$ cat src/design/rv_ex_pkg.sv
// RV32I execute subsystem types
`default_nettype none

package rv_ex_pkg;

  ///////////////////////////////////////////////////////////////////////
  // Widths and constants
  ///////////////////////////////////////////////////////////////////////

  localparam int XLEN   = 32;
  localparam int REG_W  = 5;
  localparam int STRB_W = XLEN / 8;

  // Byte distance to the next sequential instruction
  localparam logic [XLEN-1:0] PC_STEP = 32'd4;

  ///////////////////////////////////////////////////////////////////////
  // Enums
  ///////////////////////////////////////////////////////////////////////

  typedef enum logic [4:0] {
    OP_ADD,
    OP_SUB,
    OP_AND,
    OP_OR,
    OP_XOR,
    OP_SLL,
    OP_SRL,
    OP_SRA,
    OP_SLT,
    OP_SLTU,
    OP_BEQ,
    OP_BNE,
    OP_BLT,
    OP_BGE,
    OP_JAL,
    OP_LW,
    OP_SW
  } ex_op_e;

  typedef enum logic [1:0] {
    LSU_IDLE,
    LSU_ADDR,
    LSU_RESP
  } lsu_state_e;

  ///////////////////////////////////////////////////////////////////////
  // Pipeline structs
  ///////////////////////////////////////////////////////////////////////

  // Decoded instruction from the issue source
  typedef struct packed {
    logic [XLEN-1:0]  pc;
    ex_op_e           op;
    logic [REG_W-1:0] rd;
    logic [REG_W-1:0] rs1;
    logic [REG_W-1:0] rs2;
    logic [XLEN-1:0]  imm;
    logic             use_imm;
  } ex_issue_t;

  // Instruction held in execute, operands resolved
  typedef struct packed {
    logic [XLEN-1:0]  pc;
    ex_op_e           op;
    logic [REG_W-1:0] rd;
    logic [XLEN-1:0]  imm;
    logic             use_imm;
    logic [XLEN-1:0]  opa;
    logic [XLEN-1:0]  opb;
    logic             valid;
  } ex_packet_t;

  typedef struct packed {
    logic [XLEN-1:0]  pc;
    logic [REG_W-1:0] rd;
    logic             we;
    logic [XLEN-1:0]  result;
    logic             redirect;
    logic [XLEN-1:0]  target;
  } ex_retire_t;

endpackage

`default_nettype wire

$ cat src/design/rv_regfile.sv
// Integer register file
`timescale 1ns/1ps
`default_nettype none

module rv_regfile
  import rv_ex_pkg::*;
(
  input  wire              clk_i,
  input  wire              rst_ni,
  input  wire  [REG_W-1:0] rs1_i,
  input  wire  [REG_W-1:0] rs2_i,
  output logic [XLEN-1:0]  rdata1_o,
  output logic [XLEN-1:0]  rdata2_o,
  input  wire              we_i,
  input  wire  [REG_W-1:0] waddr_i,
  input  wire  [XLEN-1:0]  wdata_i
);

  // x0 has no storage
  logic [XLEN-1:0] regs_q [1:31];

  // Write-through so a retiring value reaches the issuing instruction
  function automatic logic [XLEN-1:0] read_port(input logic [REG_W-1:0] addr);
    logic [XLEN-1:0] val;
    if (addr == '0)
      val = '0;
    else if (we_i && (waddr_i == addr))
      val = wdata_i;
    else
      val = regs_q[addr];
    return val;
  endfunction

  always_ff @(posedge clk_i or negedge rst_ni)
  begin
    if (!rst_ni)
    begin
      for (int i = 1; i < 32; i++)
        regs_q[i] <= '0;
    end
    else if (we_i && (waddr_i != '0))
    begin
      regs_q[waddr_i] <= wdata_i;
    end
  end

  assign rdata1_o = read_port(rs1_i);
  assign rdata2_o = read_port(rs2_i);

endmodule

`default_nettype wire

$ cat src/design/rv_operand_stage.sv
// Operand fetch and bypass stage
`timescale 1ns/1ps
`default_nettype none

module rv_operand_stage
  import rv_ex_pkg::*;
(
  input  wire              clk_i,
  input  wire              rst_ni,

  // Issue handshake
  input  ex_issue_t        issue_i,
  input  wire              issue_valid_i,
  output logic             issue_ready_o,

  input  wire              stall_i,
  input  wire              squash_i,

  // Register file read port
  output logic [REG_W-1:0] rs1_o,
  output logic [REG_W-1:0] rs2_o,
  input  wire  [XLEN-1:0]  rdata1_i,
  input  wire  [XLEN-1:0]  rdata2_i,

  // Bypass from execute
  input  wire              ex_fwd_we_i,
  input  wire  [REG_W-1:0] ex_fwd_rd_i,
  input  wire  [XLEN-1:0]  ex_fwd_data_i,

  output ex_packet_t       ex_pkt_o
);

  logic       transfer;
  logic       fwd_a;
  logic       fwd_b;
  ex_packet_t next_pkt;
  ex_packet_t pkt_q;

  assign issue_ready_o = ~stall_i;
  assign transfer      = issue_valid_i & issue_ready_o;

  assign rs1_o = issue_i.rs1;
  assign rs2_o = issue_i.rs2;

  ///////////////////////////////////////////////////////////////////////
  // Bypass select
  ///////////////////////////////////////////////////////////////////////

  // Execute result wins over the register file, never for x0
  assign fwd_a = ex_fwd_we_i && (ex_fwd_rd_i != '0) && (ex_fwd_rd_i == issue_i.rs1);
  assign fwd_b = ex_fwd_we_i && (ex_fwd_rd_i != '0) && (ex_fwd_rd_i == issue_i.rs2);

  always_comb
  begin
    next_pkt.pc      = issue_i.pc;
    next_pkt.op      = issue_i.op;
    next_pkt.rd      = issue_i.rd;
    next_pkt.imm     = issue_i.imm;
    next_pkt.use_imm = issue_i.use_imm;
    next_pkt.opa     = fwd_a ? ex_fwd_data_i : rdata1_i;
    next_pkt.opb     = fwd_b ? ex_fwd_data_i : rdata2_i;
    // A bubble enters when nothing is accepted
    next_pkt.valid   = transfer & ~squash_i;
  end

  always_ff @(posedge clk_i or negedge rst_ni)
  begin
    if (!rst_ni)
    begin
      pkt_q <= '0;
    end
    else if (!stall_i)
    begin
      pkt_q <= next_pkt;
    end
  end

  assign ex_pkt_o = pkt_q;

endmodule

`default_nettype wire

$ cat src/design/rv_int_unit.sv
// Integer and branch unit
`timescale 1ns/1ps
`default_nettype none

module rv_int_unit
  import rv_ex_pkg::*;
(
  input  ex_packet_t      pkt_i,
  output logic [XLEN-1:0] result_o,
  output logic            taken_o,
  output logic [XLEN-1:0] target_o
);

  logic [XLEN-1:0] opa;
  logic [XLEN-1:0] opb;
  logic [4:0]      shamt;
  logic            eq;
  logic            lt;

  assign opa   = pkt_i.opa;
  assign opb   = pkt_i.use_imm ? pkt_i.imm : pkt_i.opb;
  assign shamt = opb[4:0];

  // Branches always compare the two register values
  assign eq = (pkt_i.opa == pkt_i.opb);
  assign lt = ($signed(pkt_i.opa) < $signed(pkt_i.opb));

  assign target_o = pkt_i.pc + pkt_i.imm;

  always_comb
  begin
    result_o = '0;
    taken_o  = 1'b0;
    case (pkt_i.op)
      OP_ADD:  result_o = opa + opb;
      OP_SUB:  result_o = opa - opb;
      OP_AND:  result_o = opa & opb;
      OP_OR:   result_o = opa | opb;
      OP_XOR:  result_o = opa ^ opb;
      OP_SLL:  result_o = opa << shamt;
      OP_SRL:  result_o = opa >> shamt;
      OP_SRA:  result_o = $unsigned($signed(opa) >>> shamt);
      OP_SLT:  result_o = {{(XLEN-1){1'b0}}, $signed(opa) < $signed(opb)};
      OP_SLTU: result_o = {{(XLEN-1){1'b0}}, opa < opb};
      OP_BEQ:  taken_o  = eq;
      OP_BNE:  taken_o  = ~eq;
      OP_BLT:  taken_o  = lt;
      OP_BGE:  taken_o  = ~lt;
      OP_JAL:
      begin
        // Link address
        result_o = pkt_i.pc + PC_STEP;
        taken_o  = 1'b1;
      end
      default: result_o = '0;
    endcase
  end

endmodule

`default_nettype wire

$ cat src/design/rv_lsu.sv
// Load-store unit with AXI4-Lite master
`timescale 1ns/1ps
`default_nettype none

module rv_lsu
  import rv_ex_pkg::*;
#(
  parameter int AXI_ADDR_W = 16
)
(
  input  wire                   clk_i,
  input  wire                   rst_ni,
  input  ex_packet_t            pkt_i,
  output logic [XLEN-1:0]       load_data_o,
  output logic                  done_o,
  output logic                  stall_o,

  // AXI4-Lite master
  output logic [AXI_ADDR_W-1:0] m_awaddr_o,
  output logic                  m_awvalid_o,
  input  wire                   m_awready_i,
  output logic [XLEN-1:0]       m_wdata_o,
  output logic [STRB_W-1:0]     m_wstrb_o,
  output logic                  m_wvalid_o,
  input  wire                   m_wready_i,
  input  wire                   m_bvalid_i,
  output logic                  m_bready_o,
  output logic [AXI_ADDR_W-1:0] m_araddr_o,
  output logic                  m_arvalid_o,
  input  wire                   m_arready_i,
  input  wire  [XLEN-1:0]       m_rdata_i,
  input  wire                   m_rvalid_i,
  output logic                  m_rready_o
);

  lsu_state_e      state_q;
  logic            is_load;
  logic            is_store;
  logic [XLEN-1:0] addr;
  logic            aw_pend;
  logic            w_pend;
  logic            ar_pend;

  assign is_load  = pkt_i.valid && (pkt_i.op == OP_LW);
  assign is_store = pkt_i.valid && (pkt_i.op == OP_SW);

  // Packet is held by the stall, so the payload stays stable
  assign addr       = pkt_i.opa + pkt_i.imm;
  assign m_awaddr_o = addr[AXI_ADDR_W-1:0];
  assign m_araddr_o = addr[AXI_ADDR_W-1:0];
  assign m_wdata_o  = pkt_i.opb;
  assign m_wstrb_o  = '1;

  // Request channels still waiting after this edge
  assign aw_pend = m_awvalid_o & ~m_awready_i;
  assign w_pend  = m_wvalid_o & ~m_wready_i;
  assign ar_pend = m_arvalid_o & ~m_arready_i;

  assign m_bready_o = (state_q == LSU_RESP) & is_store;
  assign m_rready_o = (state_q == LSU_RESP) & is_load;

  assign done_o      = (m_bready_o & m_bvalid_i) | (m_rready_o & m_rvalid_i);
  assign stall_o     = (is_load | is_store) & ~done_o;
  assign load_data_o = m_rdata_i;

  ///////////////////////////////////////////////////////////////////////
  // Transaction FSM
  ///////////////////////////////////////////////////////////////////////

  always_ff @(posedge clk_i or negedge rst_ni)
  begin
    if (!rst_ni)
    begin
      state_q     <= LSU_IDLE;
      m_awvalid_o <= 1'b0;
      m_wvalid_o  <= 1'b0;
      m_arvalid_o <= 1'b0;
    end
    else
    begin
      unique case (state_q)
        LSU_IDLE:
        begin
          if (is_load | is_store)
          begin
            m_arvalid_o <= is_load;
            m_awvalid_o <= is_store;
            m_wvalid_o  <= is_store;
            state_q     <= LSU_ADDR;
          end
        end
        LSU_ADDR:
        begin
          // AW and W drop on their own handshakes
          m_awvalid_o <= aw_pend;
          m_wvalid_o  <= w_pend;
          m_arvalid_o <= ar_pend;
          if (!(aw_pend | w_pend | ar_pend))
            state_q <= LSU_RESP;
        end
        LSU_RESP:
        begin
          if (done_o)
            state_q <= LSU_IDLE;
        end
        default: state_q <= LSU_IDLE;
      endcase
    end
  end

endmodule

`default_nettype wire

$ cat src/design/rv_ex_stage.sv
// Execute stage and retire register
`timescale 1ns/1ps
`default_nettype none

module rv_ex_stage
  import rv_ex_pkg::*;
#(
  parameter int AXI_ADDR_W = 16
)
(
  input  wire                   clk_i,
  input  wire                   rst_ni,
  input  ex_packet_t            pkt_i,
  output logic                  stall_o,
  output logic                  squash_o,

  // Bypass to operand stage
  output logic                  fwd_we_o,
  output logic [REG_W-1:0]      fwd_rd_o,
  output logic [XLEN-1:0]       fwd_data_o,

  output ex_retire_t            retire_o,
  output logic                  retire_valid_o,

  // AXI4-Lite master
  output logic [AXI_ADDR_W-1:0] m_awaddr_o,
  output logic                  m_awvalid_o,
  input  wire                   m_awready_i,
  output logic [XLEN-1:0]       m_wdata_o,
  output logic [STRB_W-1:0]     m_wstrb_o,
  output logic                  m_wvalid_o,
  input  wire                   m_wready_i,
  input  wire                   m_bvalid_i,
  output logic                  m_bready_o,
  output logic [AXI_ADDR_W-1:0] m_araddr_o,
  output logic                  m_arvalid_o,
  input  wire                   m_arready_i,
  input  wire  [XLEN-1:0]       m_rdata_i,
  input  wire                   m_rvalid_i,
  output logic                  m_rready_o
);

  logic [XLEN-1:0] int_result;
  logic            taken;
  logic [XLEN-1:0] target;
  logic [XLEN-1:0] load_data;
  logic            lsu_done;
  logic            is_mem;
  logic            writes_rd;
  logic            complete;
  logic [XLEN-1:0] result;
  ex_retire_t      next_retire;

  rv_int_unit u_int_unit (
    .pkt_i    ( pkt_i      ),
    .result_o ( int_result ),
    .taken_o  ( taken      ),
    .target_o ( target     )
  );

  rv_lsu #(
    .AXI_ADDR_W ( AXI_ADDR_W )
  ) u_lsu (
    .clk_i       ( clk_i       ),
    .rst_ni      ( rst_ni      ),
    .pkt_i       ( pkt_i       ),
    .load_data_o ( load_data   ),
    .done_o      ( lsu_done    ),
    .stall_o     ( stall_o     ),
    .m_awaddr_o  ( m_awaddr_o  ),
    .m_awvalid_o ( m_awvalid_o ),
    .m_awready_i ( m_awready_i ),
    .m_wdata_o   ( m_wdata_o   ),
    .m_wstrb_o   ( m_wstrb_o   ),
    .m_wvalid_o  ( m_wvalid_o  ),
    .m_wready_i  ( m_wready_i  ),
    .m_bvalid_i  ( m_bvalid_i  ),
    .m_bready_o  ( m_bready_o  ),
    .m_araddr_o  ( m_araddr_o  ),
    .m_arvalid_o ( m_arvalid_o ),
    .m_arready_i ( m_arready_i ),
    .m_rdata_i   ( m_rdata_i   ),
    .m_rvalid_i  ( m_rvalid_i  ),
    .m_rready_o  ( m_rready_o  )
  );

  assign is_mem = (pkt_i.op == OP_LW) || (pkt_i.op == OP_SW);

  always_comb
  begin
    case (pkt_i.op)
      OP_BEQ, OP_BNE, OP_BLT, OP_BGE, OP_SW: writes_rd = 1'b0;
      default:                               writes_rd = 1'b1;
    endcase
  end

  assign result   = (pkt_i.op == OP_LW) ? load_data : int_result;
  assign complete = pkt_i.valid & (is_mem ? lsu_done : 1'b1);
  assign squash_o = pkt_i.valid & taken;

  assign fwd_we_o   = pkt_i.valid & writes_rd;
  assign fwd_rd_o   = pkt_i.rd;
  assign fwd_data_o = result;

  ///////////////////////////////////////////////////////////////////////
  // Retire register
  ///////////////////////////////////////////////////////////////////////

  always_comb
  begin
    next_retire.pc       = pkt_i.pc;
    next_retire.rd       = pkt_i.rd;
    next_retire.we       = writes_rd;
    next_retire.result   = result;
    next_retire.redirect = taken;
    next_retire.target   = target;
  end

  always_ff @(posedge clk_i or negedge rst_ni)
  begin
    if (!rst_ni)
    begin
      retire_valid_o <= 1'b0;
      retire_o       <= '0;
    end
    else
    begin
      retire_valid_o <= complete;
      if (complete)
        retire_o <= next_retire;
    end
  end

endmodule

`default_nettype wire

$ cat src/design/rv_ex_top.sv
// RV32I execute subsystem top
`timescale 1ns/1ps
`default_nettype none

module rv_ex_top
  import rv_ex_pkg::*;
#(
  parameter int AXI_ADDR_W = 16
)
(
  input  wire                   clk_i,
  input  wire                   rst_ni,

  input  ex_issue_t             issue_i,
  input  wire                   issue_valid_i,
  output logic                  issue_ready_o,

  output ex_retire_t            retire_o,
  output logic                  retire_valid_o,

  // AXI4-Lite master
  output logic [AXI_ADDR_W-1:0] m_awaddr_o,
  output logic                  m_awvalid_o,
  input  wire                   m_awready_i,
  output logic [XLEN-1:0]       m_wdata_o,
  output logic [STRB_W-1:0]     m_wstrb_o,
  output logic                  m_wvalid_o,
  input  wire                   m_wready_i,
  input  wire                   m_bvalid_i,
  output logic                  m_bready_o,
  output logic [AXI_ADDR_W-1:0] m_araddr_o,
  output logic                  m_arvalid_o,
  input  wire                   m_arready_i,
  input  wire  [XLEN-1:0]       m_rdata_i,
  input  wire                   m_rvalid_i,
  output logic                  m_rready_o
);

  logic [REG_W-1:0] rs1;
  logic [REG_W-1:0] rs2;
  logic [XLEN-1:0]  rdata1;
  logic [XLEN-1:0]  rdata2;
  ex_packet_t       ex_pkt;
  logic             stall;
  logic             squash;
  logic             fwd_we;
  logic [REG_W-1:0] fwd_rd;
  logic [XLEN-1:0]  fwd_data;

  // Write port fed straight from the retire register
  rv_regfile u_regfile (
    .clk_i    ( clk_i                         ),
    .rst_ni   ( rst_ni                        ),
    .rs1_i    ( rs1                           ),
    .rs2_i    ( rs2                           ),
    .rdata1_o ( rdata1                        ),
    .rdata2_o ( rdata2                        ),
    .we_i     ( retire_valid_o & retire_o.we  ),
    .waddr_i  ( retire_o.rd                   ),
    .wdata_i  ( retire_o.result               )
  );

  rv_operand_stage u_operand_stage (
    .clk_i         ( clk_i         ),
    .rst_ni        ( rst_ni        ),
    .issue_i       ( issue_i       ),
    .issue_valid_i ( issue_valid_i ),
    .issue_ready_o ( issue_ready_o ),
    .stall_i       ( stall         ),
    .squash_i      ( squash        ),
    .rs1_o         ( rs1           ),
    .rs2_o         ( rs2           ),
    .rdata1_i      ( rdata1        ),
    .rdata2_i      ( rdata2        ),
    .ex_fwd_we_i   ( fwd_we        ),
    .ex_fwd_rd_i   ( fwd_rd        ),
    .ex_fwd_data_i ( fwd_data      ),
    .ex_pkt_o      ( ex_pkt        )
  );

  rv_ex_stage #(
    .AXI_ADDR_W ( AXI_ADDR_W )
  ) u_ex_stage (
    .clk_i          ( clk_i          ),
    .rst_ni         ( rst_ni         ),
    .pkt_i          ( ex_pkt         ),
    .stall_o        ( stall          ),
    .squash_o       ( squash         ),
    .fwd_we_o       ( fwd_we         ),
    .fwd_rd_o       ( fwd_rd         ),
    .fwd_data_o     ( fwd_data       ),
    .retire_o       ( retire_o       ),
    .retire_valid_o ( retire_valid_o ),
    .m_awaddr_o     ( m_awaddr_o     ),
    .m_awvalid_o    ( m_awvalid_o    ),
    .m_awready_i    ( m_awready_i    ),
    .m_wdata_o      ( m_wdata_o      ),
    .m_wstrb_o      ( m_wstrb_o      ),
    .m_wvalid_o     ( m_wvalid_o     ),
    .m_wready_i     ( m_wready_i     ),
    .m_bvalid_i     ( m_bvalid_i     ),
    .m_bready_o     ( m_bready_o     ),
    .m_araddr_o     ( m_araddr_o     ),
    .m_arvalid_o    ( m_arvalid_o    ),
    .m_arready_i    ( m_arready_i    ),
    .m_rdata_i      ( m_rdata_i      ),
    .m_rvalid_i     ( m_rvalid_i     ),
    .m_rready_o     ( m_rready_o     )
  );

endmodule

`default_nettype wire

$ cat config.mk
export PLATFORM = sky130hd
export DESIGN_NAME = rv_ex_top
export DESIGN_NICKNAME = d
export VERILOG_FILES = /design/src/design/rv_ex_pkg.sv /design/src/design/rv_regfile.sv /design/src/design/rv_operand_stage.sv /design/src/design/rv_int_unit.sv /design/src/design/rv_lsu.sv /design/src/design/rv_ex_stage.sv /design/src/design/rv_ex_top.sv
export SDC_FILE = /design/constraint.sdc
export NUM_CORES = 2
export LEC_CHECK = 0
export BUFFER_PORTS_ARGS = -buffer_cell sky130_fd_sc_hd__buf_2
export CAP_MARGIN = 20
export CORE_MARGIN = 3
export CORE_UTILIZATION = 55
export CTS_CLUSTER_DIAMETER = 80
export CTS_CLUSTER_SIZE = 10
export DETAILED_ROUTE_END_ITERATION = 10
export PLACE_DENSITY_LB_ADDON = 0.15
export RECOVER_POWER = 25
export SYNTH_ARGS = -nofsm -noshare
export SYNTH_HDL_FRONTEND = slang
export SYNTH_SLANG_ARGS = --single-unit
$ cat constraint.sdc
create_clock -name clk_i -period 5.22 [get_ports clk_i]
set_clock_uncertainty 0.2 [all_clocks]
set_input_delay 1.044 -clock clk_i [delete_from_list [all_inputs] [get_ports clk_i]]
set_output_delay 1.044 -clock clk_i [all_outputs]
set_load 0.03 [all_outputs]
-- Yosys cells after proc, flatten, opt, wreduce, memory -nomap -nowiden
Cells that the tools add are included.
- reductions and logical operators: 20
- mux-type cells: 30
- shift-type cells: 3
- bitwise logic cells: 32
- equal/unequal tests: 26
- $add $sub $neg: 5
- order comparisons: 7
- operators with widths (operator ; number):
    bitwise mux 992 bit ; 1
    2-to-1 mux 32 bit ; 13
    case mux 32 bit (11 select lines) ; 1
    binary-select mux 32 bit (select 5 bit) ; 2
    demux 32 bit (select 5 bit) ; 1
    < comparator 32 bit ; 3
    adder 32 bit ; 2
    == test 5 x 4 -> 1 bit, second input constant ; 8
    adder 32 x 3 -> 32 bit, second input constant ; 1
    bitwise AND 32 bit ; 1
    == test 32 bit ; 1
    OR 32 bit ; 1
    << shifter 32 x 5 -> 32 bit ; 1
    >> shifter 32 x 5 -> 32 bit ; 1
    >>> shifter 32 x 5 -> 32 bit ; 1
    subtractor 32 bit ; 1
    XOR 32 bit ; 1
    == test 5 x 3 -> 1 bit, second input constant ; 4
    == test 5 bit ; 4
    >= comparator 6 bit, second input constant ; 3
    NOT 5 -> 6 bit ; 3
    adder 16 bit ; 1
    zero test 5 bit ; 3
    bitwise AND 1 bit ; 14
    23 further kinds ; 51
- input bits: 125
- flip-flop bits (word level): 1241
- logic and storage cells: 173

-- Logic depth before layout (Yosys ltp)
- word-level depth: 10
- gate-level depth with buffers: 20
- mapped depth without buffers: 16

-- Cells and area by module
A second synthesis with hierarchy kept.
- cells, all modules: 6616
- area total of the unflattened synthesis: 79050.8 um^2
- modules (own cells, without submodules) (module ; instances ; cells each ; area each (um^2)):
    rv_regfile ; 1 ; 3731 ; 54139.4
    rv_int_unit ; 1 ; 1858 ; 12055.3
    rv_operand_stage ; 1 ; 524 ; 6508.7
    rv_ex_stage ; 1 ; 269 ; 4591.9
    rv_lsu ; 1 ; 233 ; 1749.2
    rv_ex_top ; 1 ; 1 ; 6.3

-- Least setup slack after synthesis
Ideal clock, no wire load.
- path type: register to register
- start: reg u_operand_stage.pkt_q (netlist bit u_operand_stage.ex_pkt_o[65])
- end: reg u_operand_stage.pkt_q (netlist bit u_operand_stage.ex_pkt_o[53])
- buffers on the path: 5
- arrival time: 4.446 ns
- setup slack: 0.448 ns
- required time: 4.894 ns
- stages on the path, launching flop included: 19
- path through: dfrtp_1 -> buf_6 -> mux2i_2 -> buf_2 -> buf_2 -> buf_2 -> buf_1 -> ha_1 -> nand2b_1 -> a21oi_1 -> o211ai_1 -> a211oi_2 -> nor2_1 -> o41ai_4 -> a21boi_1 -> a221o_1 -> o21a_1 -> a311o_1 -> a221o_1
- cells in the longest elaborated chain, start to end: 5
- elaborated cells on any way between the ends: 12
- ends and longest elaborated chain (element ; line ; RTL):
    from (decl) ; rv_operand_stage.sv:37 ; ex_packet_t pkt_q;
    from (signal assigned) ; rv_operand_stage.sv:74 ; pkt_q <= next_pkt;
    2-to-1 mux 32 bit (*) ; rv_int_unit.sv:21 ; assign opb = pkt_i.use_imm ? pkt_i.imm : pkt_i.opb;
    subtractor 32 bit (tied with other cells) ; rv_int_unit.sv:36 ; OP_SUB: result_o = opa - opb;
    case mux 32 bit (11 select lines) (*) ; rv_int_unit.sv:34 ; case (pkt_i.op)
    2-to-1 mux 32 bit (*) ; rv_ex_stage.sv:97 ; assign result = (pkt_i.op == OP_LW) ? load_data : int_result;
    2-to-1 mux 32 bit (*) ; rv_operand_stage.sv:60 ; next_pkt.opa = fwd_a ? ex_fwd_data_i : rdata1_i;
Every way passes the cells marked *; elsewhere a longest branch is shown, timed or not.
A chain may end at the register's enable or synchronous reset.

-- Final worst setup path
- start: reg u_operand_stage.pkt_q (netlist bit u_operand_stage.ex_pkt_o[104])
- end: out issue_ready_o
- cells in the longest elaborated chain, start to end: 8
- elaborated cells on any way between the ends: 13
- ends and longest elaborated chain (element ; line ; RTL):
    == test 5 bit / == test 5 x 4 -> 1 bit (equally long branches) ; rv_lsu.sv:45, rv_lsu.sv:44 ;
    logical AND 1 bit, on equally long branches ; rv_lsu.sv:45, rv_lsu.sv:44 ;
    bitwise AND 1 bit, on equally long branches ; rv_lsu.sv:59, rv_lsu.sv:60 ;
    bitwise AND 1 bit ; rv_lsu.sv:62 ; assign done_o = (m_bready_o & m_bvalid_i) | (m_rready_o & m_rvalid_i);
    OR 1 bit ; rv_lsu.sv:62 ;
    NOT 1 bit ; rv_lsu.sv:63 ; assign stall_o = (is_load | is_store) & ~done_o;
    bitwise AND 1 bit (*) ; rv_lsu.sv:63 ;
    NOT 1 bit (*) ; rv_operand_stage.sv:39 ; assign issue_ready_o = ~stall_i;
    to (decl) ; rv_ex_top.sv:16 ; output logic issue_ready_o,
Marks and branches as above.

==> flow_summary.toml <==
[floorplan]
design.die.area_mm2 = 0.143
core_region_area_mm2 = 0.136
floorplan.io_pins = 303
core.rowCount = 135
floorplan.die.height_um = 378
dieWidth_um = 378
initial_utilization_pct = 55.8

[layout]
postLayoutCoreUtil_pct = 62.1
drive_above_1_share_pct = 38.5
nets = 6806
area.growth.synth_to_final_pct = 11.4
layout.filler_cells = 10729

[worst_setup_path]
worst-r2r-cell-count = 17
kind_of_capture_point_of_the_worst_setup_path = "output pin"
critPathTopFamily = "buffers and inverters"
critical_path_arrival_ns = 3.83
critical_path.endpoint = "issue_ready_o"
critical_path.cell_chain = "or3_1, nor3_1, buf_4, a22o_1, a21oi_1, and2_4, clkinv_2, buf_2"
critical_path.startpoint = "u_operand_stage.ex_pkt_o[104]$_DFFE_PN0N_"
worst_path_maximum_fanout = 17
cp_num_buf_inv = 3
worst-r2r-setup-slack_ns = 0.17
depth_of_the_critical_timing_path_with_buffers_and_inverters_included = 8
cpPeakStageDelay_ns = 0.69
path_class = "register to output pin"
reg2reg_to = "u_ex_stage.retire_o[51]$_DFFE_PN0P_"
critical_path_required_ns = 3.98
start_kind = "register"
critPathSlowestCell = "dfrtp_1"
timing.rr.start = "u_operand_stage.ex_pkt_o[65]$_DFFE_PN0N_"

[sta]
post-route-period-util_pct = 97.2
final_critical_path_setup_slack_ns = 0.148
timing.final.hold_violations = 0
max_clock_freq_mhz = 197
report.final.setup_viol = 0
period_needed_ns = 5.07
remaining_max_slew_budget_at_the_tightest_pin_pct = -159
timing_worst_slew_pin_value_ns = 3.88
finalMaxSlewViolations = 104

[global_route]
via_count_of_the_first_global_routing_pass = 58148
globalRouteOverflowTotal = 0
grt_usage_pct = 40.0
antenna_found_initial = 10
global_route_wire_length_before_repair_mm = 413
grt_start_max_net_pins = 137

[placement]
preCtsSetupSlack_ns = 0.235
gp_congestion = 1.06
io_buffer_count = 298
dp_hpwl_mm = 195

[power_and_ir_drop]
p_int_mw = 25.9
p_sw_mw = 18.1
power.sequential.fraction_pct = 35.1
power_total_mw = 44.0
max-vdd-ir-drop_v = 0.000371
power.clock.fraction_pct = 20.6
power_leakage_nw = 39.0
switching_power_share_of_the_total_pct = 41.1
power.share.combinational_pct = 44.3
power_density_over_the_cells_mw_per_mm2 = 519

[logic_synthesis]
synth-main-ff-cell = "dfrtp_1"
ys_ff_latch = 1241
synth_edf_count = 0
synth_cell_type_count = 87
async_reset_ff_share_pct = 100
synth_seq_area_share_pct = 40.8
syn_area_per_cell_um2 = 12.0
synth_area_mm2 = 0.0761
postSynthCellCount = 6335
ys_warn_count = 0

[routing]
drt-wirelength-per-cell_um = 34.4
post_drt_via_cell_ratio = 6.98
drt-initial-drc-count = 6196
route.detailed.drc = 0
wl_mm = 286
final_antenna_net_count = 0
detail_route.first_pass.iterations = 7
num_vias = 57907

[hold_path]
hold_path.class = "register to register"
timing.hold.worst_path_depth = 2

[clocking]
clock_transition_time_at_the_flip_flop_clock_pins_of_the_worst_setup_and_hold_paths_ns = 0.06
clk_path_buf_depth = 3
htree_levels = 4
clock_latency_on_the_worst_skew_pair_ns = 0.80
tritoncts = "built"
cts_num_sinks = 1241
root_buffer = "clkbuf_16"
numCtsBuffers = 143

[run]
max_cap_viol_count = 1

[run_status]
violated_checks = "max-capacitance violations, max-slew violations"
status = "complete, but fails checks"
==> logic make-up after synthesis <==
kind of cell | share of synthesized area, %
simple gates | 6.77
fa+ha+maj | 3.11
mux | 35.1
other cells | 0.00493
xor+xnor | 1.12
buf+inv | 4.11
compound gates | 9.00
flops | 40.8
==> cell type report <==
type / instances / area (µm²) / share of cell area, %
clock inverter: 16 / 319 / 0.376
inverter: 165 / 628 / 0.741
multi-input combinational: 4330 / 42200 / 49.8
antenna: 3 / 7.51 / 0.00886
sequential: 1241 / 31100 / 36.6
timing repair buffer: 613 / 4630 / 5.46
clock buffer: 150 / 3660 / 4.31
tap: 1781 / 2230 / 2.63
==> metal layers <==
layer	share of wire [%]	routed length (µm)	track usage [%]	vias up
met4	6.1	17400	20.5	10
met5	0.020	58	0	-
met2	46	131000	62.2	3091
li1	-	-	-	23907
met1	39	110000	53.1	30171
met3	9.5	27000	8.81	728
==> synthesized netlist by cell type, types with 7 or more instances <==
cell	instances	area share, %
buf_2	18	0.12
o21a_1	47	0.46
clkbuf_1	416	2.1
nor3b_1	7	0.069
a21o_1	29	0.29
nor4_1	17	0.14
nor2b_1	19	0.16
and3_1	16	0.13
a211oi_1	50	0.49
ha_1	183	3.0
mux2_2	1069	16
and2_1	12	0.099
nand4_1	28	0.23
xor2_1	41	0.47
o22ai_1	28	0.23
a22oi_1	32	0.32
nor2_1	283	1.4
o31ai_1	10	0.099
nand3_1	74	0.49
nand3b_1	7	0.069
buf_1	112	0.55
mux4_2	590	17
inv_1	160	0.79
mux2i_1	133	1.7
nand2b_1	25	0.21
nor3_1	50	0.33
a22o_1	65	0.75
and4_1	7	0.081
buf_4	53	0.52
a311oi_1	11	0.13
a221o_1	39	0.51
o21bai_1	18	0.18
xnor2_1	56	0.64
dfrtp_1	1241	41
or4_1	7	0.069
a31oi_1	29	0.24
a221oi_1	28	0.32
or3_1	12	0.099
nand2_1	626	3.1
o41ai_1	8	0.092
o21ai_0	255	1.7
o211ai_1	35	0.35
o221ai_1	11	0.13
a21oi_1	270	1.8
==> metrics by stage <==
step,cell area (µm²),hold WS (ns),instances,setup TNS (ns)
floorplan,76100,0.268,6338,0
global placement,80500,0.254,8115,0
detailed placement,80600,0.257,8118,0
CTS,84600,0.0701,8285,0
global route,84800,0.257,8296,-0.0505
finish,84800,0.265,8299,0
==> worst min-delay path by stage <==
stage | to | slack [ns] | from
floorplan | u_operand_stage.ex_pkt_o[82]$_DFFE_PN0N_ | 0.27 | u_operand_stage.ex_pkt_o[82]$_DFFE_PN0N_
global placement | u_ex_stage.retire_o[92]$_DFFE_PN0P_ | 0.25 | u_ex_stage.retire_o[92]$_DFFE_PN0P_
detailed placement | u_ex_stage.retire_o[93]$_DFFE_PN0P_ | 0.26 | u_ex_stage.retire_o[93]$_DFFE_PN0P_
CTS | u_operand_stage.ex_pkt_o[118]$_DFFE_PN0N_ | 0.07 | rst_ni
global route | u_operand_stage.ex_pkt_o[133]$_DFFE_PN0N_ | 0.26 | issue_i[78]
finish | u_ex_stage.retire_o[92]$_DFFE_PN0P_ | 0.27 | u_ex_stage.retire_o[92]$_DFFE_PN0P_
==> what timing repair did <==
action,CTS,global route
gates resized for setup,11,6
pin swaps,3,3
buffers inserted,1,3
hold buffers,0,0
setup endpoints to repair,6,11
==> placed cells by master, fill, tap and decap left out, drive strengths merged, types with 13 or more instances in the layout <==
| cell type | count |
|---|---|
| dfrtp | 1241 |
| mux2 | 1069 |
| nand2 | 626 |
| buf | 598 |
| mux4 | 590 |
| nor2 | 283 |
| a21oi | 270 |
| o21ai | 260 |
| ha | 183 |
| inv | 168 |
| clkbuf | 165 |
| mux2i | 136 |
| nand3 | 74 |
| a22o | 65 |
| xnor2 | 56 |
| a211oi | 52 |
| nor3 | 51 |
| o21a | 47 |
| xor2 | 41 |
| a221o | 39 |
| o211ai | 36 |
| a22oi | 32 |
| a21o | 29 |
| a31oi | 29 |
| o22ai | 28 |
| nand4 | 28 |
| a221oi | 28 |
| nand2b | 25 |
| nor2b | 19 |
| o21bai | 18 |
| nor4 | 17 |
| and3 | 16 |
| clkinv | 13 |
==> worst min-delay path: cells and delay by family, from the launching register on <==
kind	cells	cell delay, ns
DFF	1	0.33
and+or+nand+nor	2	0.10
==> sequential cells by signal, summed over array words and instances (netlist names) <==
name	cells
u_ex_stage.u_lsu.m_awvalid_o	1
u_ex_stage.u_lsu.state_q	2
u_ex_stage.retire_valid_o	1
u_regfile.regs_q	992
u_ex_stage.u_lsu.m_arvalid_o	1
u_ex_stage.retire_o	103
u_operand_stage.ex_pkt_o	140
u_ex_stage.u_lsu.m_wvalid_o	1
==> power by group through the flow <==
stage	Clock, mW	Combinational, mW	Sequential (mW)
after floorplan	0	12.2	15.2
after global placement	0	18.5	15.4
after detailed placement	0	18.7	15.6
after CTS	9.20	18.9	15.5
after global routing	9.56	20.5	15.8
final	9.07	19.5	15.5
Power figures use the tool's default switching activity.
